--- src/verilog/sysmon_macros.svh ---
`ifndef SYSMON_MACROS_SVH
`define SYSMON_MACROS_SVH

// Clocks between scan starts
// On hardware this would be sysclk frequency / update rate
`define UPDATE_CYCLES 200

// Clocks to wait for DRDY before giving up on a read
`define DRP_TIMEOUT 16

// DRP status register addresses
`define ADDR_TEMP   7'h00
`define ADDR_VCCINT 7'h01
`define ADDR_VCCAUX 7'h02

// Over-temperature thresholds, set at or above, clear below
`define OT_SET_CODE 12'hB00
`define OT_CLR_CODE 12'hA80

// Supply window, inclusive, shared by VCCINT and VCCAUX
`define VCC_MIN_CODE 12'h500
`define VCC_MAX_CODE 12'h5C0

`endif

--- src/verilog/sysmon_pkg.sv ---
// Shared types for the system monitor poller

package sysmon_pkg;

  // Status channel polled over the DRP, in scan order
  typedef enum logic [1:0] {
    CH_TEMP   = 2'd0,  // Internal temperature
    CH_VCCINT = 2'd1,  // Core supply
    CH_VCCAUX = 2'd2   // Auxiliary supply
  } chan_t;

  // Alarm flags
  // Fields listed MSB first so that over_temp lands in bit 0
  typedef struct packed {
    logic vccaux_alarm;  // VCCAUX outside its window
    logic vccint_alarm;  // VCCINT outside its window
    logic over_temp;     // Temperature alarm with hysteresis
  } alarm_t;

  // Host register map
  typedef enum logic [1:0] {
    REG_TEMP   = 2'd0,  // Latest temperature code
    REG_VCCINT = 2'd1,  // Latest VCCINT code
    REG_VCCAUX = 2'd2,  // Latest VCCAUX code
    REG_STATUS = 2'd3   // Alarms, DRP error and scan count
  } host_addr_t;

endpackage

--- src/verilog/drp_poller.sv ---
`timescale 1ns/10ps
`include "sysmon_macros.svh"

// Periodic DRP reader
// Walks temperature, VCCINT and VCCAUX once per update period,
// one transaction at a time
module drp_poller (
  input  logic              clk,
  input  logic              rst,
  input  logic [15:0]       drp_do,       // Read data from the ADC block
  input  logic              drp_drdy,     // Read data valid
  output logic              drp_den,      // One-cycle enable per read
  output logic              drp_dwe,      // Reads only
  output logic [6:0]        drp_daddr,
  output logic              sample_valid, // Same cycle as DRDY
  output sysmon_pkg::chan_t sample_chan,
  output logic [11:0]       sample_code,  // Upper 12 bits of DO
  output logic              scan_done,    // One pulse per finished scan
  output logic              drp_error     // Sticky timeout flag
);

  localparam int TMR_W = $clog2(`UPDATE_CYCLES + 1);
  localparam int TMO_W = $clog2(`DRP_TIMEOUT + 1);
  localparam logic [TMR_W-1:0] TMR_LAST = TMR_W'(`UPDATE_CYCLES - 1);
  localparam logic [TMO_W-1:0] TMO_LAST = TMO_W'(`DRP_TIMEOUT - 1);

  typedef enum logic [1:0] {
    ST_IDLE, // Waiting for the update tick
    ST_WAIT, // DEN sent, waiting for DRDY
    ST_NEXT  // DEN high this cycle
  } state_t;

  state_t            state;
  sysmon_pkg::chan_t chan;      // Channel being read
  logic [TMR_W-1:0]  tmr;       // Update period counter
  logic [TMO_W-1:0]  tmo_cnt;   // Cycles spent in ST_WAIT
  logic              tick;      // Period wrap
  logic              drdy_hit;  // Read answered
  logic              tmo_hit;   // Read abandoned
  logic              xfer_end;
  logic              last_chan;

  // Scan order
  function automatic sysmon_pkg::chan_t next_chan(input sysmon_pkg::chan_t c);
    case (c)
      sysmon_pkg::CH_TEMP:   return sysmon_pkg::CH_VCCINT;
      sysmon_pkg::CH_VCCINT: return sysmon_pkg::CH_VCCAUX;
      default:               return sysmon_pkg::CH_TEMP;
    endcase
  endfunction

  // Channel index to DRP status address
  function automatic logic [6:0] chan_addr(input sysmon_pkg::chan_t c);
    case (c)
      sysmon_pkg::CH_VCCINT: return `ADDR_VCCINT;
      sysmon_pkg::CH_VCCAUX: return `ADDR_VCCAUX;
      default:               return `ADDR_TEMP;
    endcase
  endfunction

  assign tick      = (tmr == TMR_LAST);
  assign drdy_hit  = (state == ST_WAIT) && drp_drdy;
  assign tmo_hit   = (state == ST_WAIT) && !drp_drdy && (tmo_cnt == TMO_LAST);
  assign xfer_end  = drdy_hit || tmo_hit;
  assign last_chan = (chan == sysmon_pkg::CH_VCCAUX);

  // Free-running update timer, wraps every UPDATE_CYCLES clocks
  always_ff @(posedge clk) begin
    if (rst) begin
      tmr <= '0;
    end else if (tick) begin
      tmr <= '0;
    end else begin
      tmr <= tmr + 1'b1;
    end
  end

  // Read sequencer
  always_ff @(posedge clk) begin
    if (rst) begin
      state     <= ST_IDLE;
      chan      <= sysmon_pkg::CH_TEMP;
      tmo_cnt   <= '0;
      scan_done <= 1'b0;
      drp_error <= 1'b0;
    end else begin
      scan_done <= 1'b0;
      if (tmo_hit) drp_error <= 1'b1; // Only reset clears it
      case (state)
        ST_IDLE: begin
          if (tick) begin           // Ticks outside idle are dropped
            chan  <= sysmon_pkg::CH_TEMP;
            state <= ST_NEXT;
          end
        end
        ST_NEXT: begin
          tmo_cnt <= '0;
          state   <= ST_WAIT;
        end
        ST_WAIT: begin
          if (xfer_end) begin
            if (last_chan) begin
              scan_done <= 1'b1;    // Cycle after the third transaction
              state     <= ST_IDLE;
            end else begin
              chan  <= next_chan(chan);
              state <= ST_NEXT;     // Next DEN in the following cycle
            end
          end else begin
            tmo_cnt <= tmo_cnt + 1'b1;
          end
        end
        default: state <= ST_IDLE;
      endcase
    end
  end

  assign drp_den   = (state == ST_NEXT);
  assign drp_dwe   = 1'b0;           // No writes in default sequencer mode
  assign drp_daddr = chan_addr(chan); // Held steady through the transaction

  // Sample path to the limit checker
  assign sample_valid = drdy_hit;
  assign sample_chan  = chan;
  assign sample_code  = drp_do[15:4]; // Result is left-justified in DO

endmodule

--- src/verilog/limit_checker.sv ---
`timescale 1ns/10ps
`include "sysmon_macros.svh"

// Latest code per channel plus alarm evaluation
// Everything updates in the cycle after sample_valid
module limit_checker (
  input  logic               clk,
  input  logic               rst,
  input  logic               sample_valid,
  input  sysmon_pkg::chan_t  sample_chan,
  input  logic [11:0]        sample_code,
  output logic [11:0]        temp_code,
  output logic [11:0]        vccint_code,
  output logic [11:0]        vccaux_code,
  output sysmon_pkg::alarm_t alarms
);

  logic over_temp;     // Hysteresis state
  logic vccint_alarm;
  logic vccaux_alarm;
  logic ot_set;        // At or above the set threshold
  logic ot_clr;        // Below the clear threshold

  // Inclusive window check, used by both supplies
  function automatic logic out_of_window(input logic [11:0] code);
    return (code < `VCC_MIN_CODE) || (code > `VCC_MAX_CODE);
  endfunction

  assign ot_set = (sample_code >= `OT_SET_CODE);
  assign ot_clr = (sample_code <  `OT_CLR_CODE);

  // Code registers
  always_ff @(posedge clk) begin
    if (rst) begin
      temp_code   <= 12'h000;
      vccint_code <= 12'h000;
      vccaux_code <= 12'h000;
    end else if (sample_valid) begin
      case (sample_chan)
        sysmon_pkg::CH_TEMP:   temp_code   <= sample_code;
        sysmon_pkg::CH_VCCINT: vccint_code <= sample_code;
        sysmon_pkg::CH_VCCAUX: vccaux_code <= sample_code;
        default: ;             // Unused channel index
      endcase
    end
  end

  // Alarm state
  always_ff @(posedge clk) begin
    if (rst) begin
      over_temp    <= 1'b0;
      vccint_alarm <= 1'b0;
      vccaux_alarm <= 1'b0;
    end else if (sample_valid) begin
      case (sample_chan)
        sysmon_pkg::CH_TEMP: begin
          // Between the thresholds the alarm keeps its value
          if (ot_set) begin
            over_temp <= 1'b1;
          end else if (ot_clr) begin
            over_temp <= 1'b0;
          end
        end
        sysmon_pkg::CH_VCCINT: vccint_alarm <= out_of_window(sample_code);
        sysmon_pkg::CH_VCCAUX: vccaux_alarm <= out_of_window(sample_code);
        default: ;
      endcase
    end
  end

  assign alarms.over_temp    = over_temp;
  assign alarms.vccint_alarm = vccint_alarm;
  assign alarms.vccaux_alarm = vccaux_alarm;

endmodule

--- src/verilog/host_regs.sv ---
`timescale 1ns/10ps

// Host read port
// Answers every read one clock after the strobe
module host_regs (
  input  logic                   clk,
  input  logic                   rst,
  input  logic                   host_rd,     // One-cycle read strobe
  input  sysmon_pkg::host_addr_t host_addr,
  input  logic [11:0]            temp_code,
  input  logic [11:0]            vccint_code,
  input  logic [11:0]            vccaux_code,
  input  sysmon_pkg::alarm_t     alarms,
  input  logic                   drp_error,
  input  logic                   scan_done,   // Counted into the status word
  output logic [15:0]            host_rdata,
  output logic                   host_rvalid
);

  logic [7:0]  scan_cnt;    // Completed scans, wraps at 256
  logic [15:0] status_word;
  logic [15:0] rd_mux;

  // Status layout
  // [15:8] scan count, [3] DRP error, [2:0] alarms
  assign status_word = {
    scan_cnt,
    4'b0000,
    drp_error,
    alarms.vccaux_alarm,
    alarms.vccint_alarm,
    alarms.over_temp
  };

  // Address decode, codes zero-extended
  always_comb begin
    case (host_addr)
      sysmon_pkg::REG_TEMP:   rd_mux = {4'h0, temp_code};
      sysmon_pkg::REG_VCCINT: rd_mux = {4'h0, vccint_code};
      sysmon_pkg::REG_VCCAUX: rd_mux = {4'h0, vccaux_code};
      default:                rd_mux = status_word;
    endcase
  end

  // Valid strobe and scan counter
  always_ff @(posedge clk) begin
    if (rst) begin
      host_rvalid <= 1'b0;
      scan_cnt    <= 8'h00;
    end else begin
      host_rvalid <= host_rd;
      if (scan_done) scan_cnt <= scan_cnt + 8'h01;
    end
  end

  // Read data, only loaded on a strobe
  always_ff @(posedge clk) begin
    if (host_rd) host_rdata <= rd_mux;
  end

endmodule

--- src/verilog/sysmon_top.sv ---
`timescale 1ns/10ps

// System monitor poller top level
// DRP goes to the ADC block outside, host port to the controller
module sysmon_top (
  input  logic                   clk,
  input  logic                   rst,
  input  logic [15:0]            drp_do,
  input  logic                   drp_drdy,
  input  logic                   host_rd,
  input  sysmon_pkg::host_addr_t host_addr,
  output logic                   drp_den,
  output logic                   drp_dwe,
  output logic [6:0]             drp_daddr,
  output logic [15:0]            host_rdata,
  output logic                   host_rvalid,
  output logic                   otemp,     // Over-temperature alarm
  output logic                   scan_done,
  output logic                   drp_error
);

  logic               sample_valid;
  sysmon_pkg::chan_t  sample_chan;
  logic [11:0]        sample_code;
  logic [11:0]        temp_code;
  logic [11:0]        vccint_code;
  logic [11:0]        vccaux_code;
  sysmon_pkg::alarm_t alarms;

  // DRP read sequencer
  drp_poller i_drp_poller (
    .clk          (clk),
    .rst          (rst),
    .drp_do       (drp_do),
    .drp_drdy     (drp_drdy),
    .drp_den      (drp_den),
    .drp_dwe      (drp_dwe),
    .drp_daddr    (drp_daddr),
    .sample_valid (sample_valid),
    .sample_chan  (sample_chan),
    .sample_code  (sample_code),
    .scan_done    (scan_done),
    .drp_error    (drp_error)
  );

  // Codes and alarms
  limit_checker i_limit_checker (
    .clk          (clk),
    .rst          (rst),
    .sample_valid (sample_valid),
    .sample_chan  (sample_chan),
    .sample_code  (sample_code),
    .temp_code    (temp_code),
    .vccint_code  (vccint_code),
    .vccaux_code  (vccaux_code),
    .alarms       (alarms)
  );

  // Host-visible registers
  host_regs i_host_regs (
    .clk         (clk),
    .rst         (rst),
    .host_rd     (host_rd),
    .host_addr   (host_addr),
    .temp_code   (temp_code),
    .vccint_code (vccint_code),
    .vccaux_code (vccaux_code),
    .alarms      (alarms),
    .drp_error   (drp_error),
    .scan_done   (scan_done),
    .host_rdata  (host_rdata),
    .host_rvalid (host_rvalid)
  );

  assign otemp = alarms.over_temp;

endmodule

--- config.mk ---
export PLATFORM = sky130hd
export DESIGN_NAME = sysmon_top
export DESIGN_NICKNAME = d
export VERILOG_FILES = /design/src/verilog/sysmon_pkg.sv /design/src/verilog/drp_poller.sv /design/src/verilog/limit_checker.sv /design/src/verilog/host_regs.sv /design/src/verilog/sysmon_top.sv
export VERILOG_INCLUDE_DIRS = /design/src /design/src/verilog
export SDC_FILE = /design/constraint.sdc
export NUM_CORES = 1
export LEC_CHECK = 0
export BUFFER_PORTS_ARGS = -buffer_cell sky130_fd_sc_hd__buf_2
export CAP_MARGIN = 20
export CORE_ASPECT_RATIO = 1.1
export CORE_MARGIN = 2
export CORE_UTILIZATION = 59
export CTS_BUF_LIST = sky130_fd_sc_hd__clkbuf_4
export DETAILED_ROUTE_END_ITERATION = 10
export PLACE_DENSITY = 0.82
export SYNTH_ARGS = -nofsm -noshare
export SYNTH_HDL_FRONTEND = slang
export SYNTH_SLANG_ARGS = --single-unit
export TNS_END_PERCENT = 30
--- constraint.sdc ---
create_clock -name clk -period 2.55 [get_ports clk]
set_input_delay 0.3825 -clock clk [delete_from_list [all_inputs] [get_ports clk]]
set_output_delay 0.3825 -clock clk [all_outputs]
set_load 0.01 [all_outputs]
==> flow_summary.json <==
{
  "outcome": "finished clean",
  "arrival_ns": 1.62,
  "hold-worst-slack_ns": 0.2261,
  "synth.area.top_cells": "sky130_fd_sc_hd__dfxtp_1 (36%), sky130_fd_sc_hd__edfxtp_1 (13%), sky130_fd_sc_hd__o21ai_0 (6.7%), sky130_fd_sc_hd__a21oi_1 (6.6%), sky130_fd_sc_hd__nand3_1 (5.9%)",
  "post-route-period-util_pct": 78.65,
  "drc": 0,
  "dieHeight_um": 87.38,
  "port_buffers": 40,
  "synth_commonest_cells": "sky130_fd_sc_hd__dfxtp_1 (67), sky130_fd_sc_hd__o21ai_0 (50), sky130_fd_sc_hd__a21oi_1 (49)",
  "worstPathRequired_ns": 2.17,
  "top_reg_cell_synth": "sky130_fd_sc_hd__dfxtp_1",
  "maximum_number_of_pins_on_one_net_before_global_route_repair": 39,
  "floorplan.die.width_um": 79.80,
  "crit_type": "flop to primary output",
  "cts.sinks": 83,
  "drt_first_iter_violations": 305,
  "detailed_place_hpwl_um": 5519,
  "fin_setup_tns_ns": 0,
  "critical_path.startpoint": "i_drp_poller.sample_chan[0]",
  "min-delay-path-class": "input pin to flop",
  "yosys.area_share.xor_xnor_pct": 1.644,
  "grt_setup_unrepaired": "no",
  "syn-cell-area_sq_um": 3729,
  "final_layout_size_suffix_gt1_share_pct": 18.93,
  "ctsLongestPathBuffers": 2,
  "fin_skew_ns": 0.01430,
  "dp.cells": 492,
  "wl_per_cell_um": 16.89,
  "antenna_found_initial": 0,
  "synth.yosys.seq_area_share_pct": 48.86,
  "maxSlewHeadroom_pct": 53.52,
  "clock_pin_slew_of_the_registers_on_the_worst_case_setup_and_hold_paths_ns": 0.14,
  "crit_path_start_kind": "flop",
  "ys_ff_latch": 83,
  "ant_nets": 0,
  "synth_compound_area_share_pct": 17.21,
  "syn-mean-instance-area_sq_um": 9.463,
  "synth-warning-count": 0,
  "power_per_cell_area_nw_per_um2": 572.8,
  "post-synth-top-area-cell": "sky130_fd_sc_hd__dfxtp_1",
  "grt_pass1_vias": 2932,
  "cts_resized": 0,
  "routed_via_density": 6.175,
  "placement_rows": 30,
  "worstSkewPairLatency_ns": 0.43,
  "maxCapViolCount": 0,
  "global_route.usage.total_pct": 25.56,
  "diodes": 0,
  "core_area_sq_um": 6156,
  "wire_length_of_the_first_global_routing_pass_um": 13770,
  "global_route.overflow_total": 0,
  "number_of_buffers_created_by_cts": 9,
  "synth.top_cell.area_share_pct": 35.97,
  "final-setup-viol-count": 0,
  "hold_path_startpoint": "drp_do[12]",
  "postSynth.asyncResetShare_pct": 0,
  "synth_simple_gate_area_share_pct": 18.56,
  "vdd.ir_drop.worst_v": 0.0003655,
  "finalNetCount": 449,
  "synth_top_family_by_area": "simple AND/OR/NAND/NOR gates",
  "total_leakage_power_nw": 1.449,
  "worstReg2RegStart": "i_drp_poller.tmo_cnt[0]",
  "crit_path_max_fanout": 21,
  "fill_cells": 490,
  "syn-instance-count": 394,
  "routabilityCongestion": 0.8044,
  "layoutNonFillerInstCount": 508,
  "root_buffer": "sky130_fd_sc_hd__clkbuf_4",
  "start_util_pct": 60.57,
  "flow.area_growth_from_synthesis_pct": 10.30,
  "routed_wl_um": 8580,
  "worst-r2r-setup-slack_ns": 0.65,
  "cts_hold_buffers": 0,
  "first_pass_iters": 5,
  "worstSetupEndpointType": "primary output",
  "cts_htree_levels": 3,
  "synthMostInstantiatedCell": "sky130_fd_sc_hd__dfxtp_1",
  "hold_violations": 0,
  "final_max_slew_viol_count": 0,
  "synth_mux_area_share_pct": 6.443,
  "io_pins": 51,
  "finalWorstPathRequiredPeriod_ns": 2.006,
  "max_slew.worst_pin.slew_ns": 0.6973,
  "post_cts_setup_buffer_count": 0,
  "achievable-frequency_mhz": 498.6,
  "number_of_enable_flip_flop_cells_after_synthesis": 16,
  "post_synth_num_cell_types": 48,
  "total_via_count_in_the_routed_design": 3137,
  "tritoncts_clock_tree": "yes",
  "synth_adder_area_share_pct": 1.342,
  "die-area_sq_um": 6972
}
## worst paths after layout
path | cells past startpoint | end
worst min register to register | 2 | i_limit_checker.vccint_code[8]
worst max register to register | 6 | i_drp_poller.tmo_cnt[3]
worst max-delay path | 3 | drp_daddr[0]
worst min-delay path | 3 | i_limit_checker.vccint_code[8]
## where the power goes
part	switching (W)	internal [W]	leakage (nW)
combinational	0.0000882	0.0000368	0.663
clock	0.000469	0.000404	0.0869
sequential	0.00000730	0.00135	0.699
## registers in the layout, summed over array words and instances (netlist names), 2 cells and up
register                     flops
i_drp_poller.tmo_cnt             5
i_limit_checker.vccint_code     12
i_host_regs.scan_cnt             8
i_limit_checker.vccaux_code     12
i_drp_poller.state               2
i_host_regs.host_rdata          16
i_limit_checker.temp_code       12
i_drp_poller.tmr                 8
i_drp_poller.sample_chan         2
## worst max-delay path: stages (launching register included)
cell and delay (ns):
sky130_fd_sc_hd__dfxtp_1 0.79, sky130_fd_sc_hd__inv_1 0.14, sky130_fd_sc_hd__nor2_1 0.14, sky130_fd_sc_hd__buf_2 0.14
## per-layer routing
metal  wire, um  GRT usage, %  share of wire, %  up-vias
met3        584         3.942               6.8       23
met1       3473         33.27                40     1473
met2       4328         41.25                50      141
li1           -             -                 -     1500
met4        194         13.41               2.3        0
met5          0             0                 0        -
## layout by cell type (no fill, tap or decap), types with 8 or more instances in the layout
cell and count:
sky130_fd_sc_hd__nor2b_1 8, sky130_fd_sc_hd__nand3_1 44, sky130_fd_sc_hd__dfxtp_1 67, sky130_fd_sc_hd__nand2_1 14, sky130_fd_sc_hd__nor2_1 15, sky130_fd_sc_hd__mux4_2 8, sky130_fd_sc_hd__clkbuf_4 9, sky130_fd_sc_hd__buf_2 40
sky130_fd_sc_hd__a21oi_1 49, sky130_fd_sc_hd__o21ai_0 50, sky130_fd_sc_hd__edfxtp_1 16, sky130_fd_sc_hd__buf_4 12
## through the flow
stage	cell area (sq um)	power (W)	util, %	worst slack, ns
after global routing	4113	0.002427	66.81	0.4341
final	4113	0.002356	66.81	0.5444
after CTS	4113	0.002361	66.81	0.5502
after global placement	3946	0.001508	64.11	0.7379
after detailed placement	3946	0.001510	64.11	0.6660
after floorplan	3747	0.001463	-	0.7802
## final cells by class
| type | count | area, sq um | share of cell area (%) |
|---|---|---|---|
| Tap cell | 80 | 100.1 | 2.434 |
| Clock buffer | 9 | 67.56 | 1.643 |
| Timing Repair Buffer | 52 | 290.3 | 7.058 |
| Sequential cell | 83 | 1822 | 44.30 |
| Inverter | 7 | 26.28 | 0.6389 |
| Multi-Input combinational cell | 270 | 1708 | 41.53 |
| Clock inverter | 7 | 98.84 | 2.403 |
## kinds of logic (layout without fill, tap and decap cells)
kind of cell | count (synthesis) | in the layout
xor gates and xnor gates | 7 | 7
muxes | 14 | 14
adders and majority gates | 4 | 4
buffers and inverters | 46 | 75
DFF | 83 | 83
AOI/OAI and AO/OA | 117 | 117
and+or+nand+nor | 122 | 122
other | 1 | 6
Power figures use the tool's default switching activity.
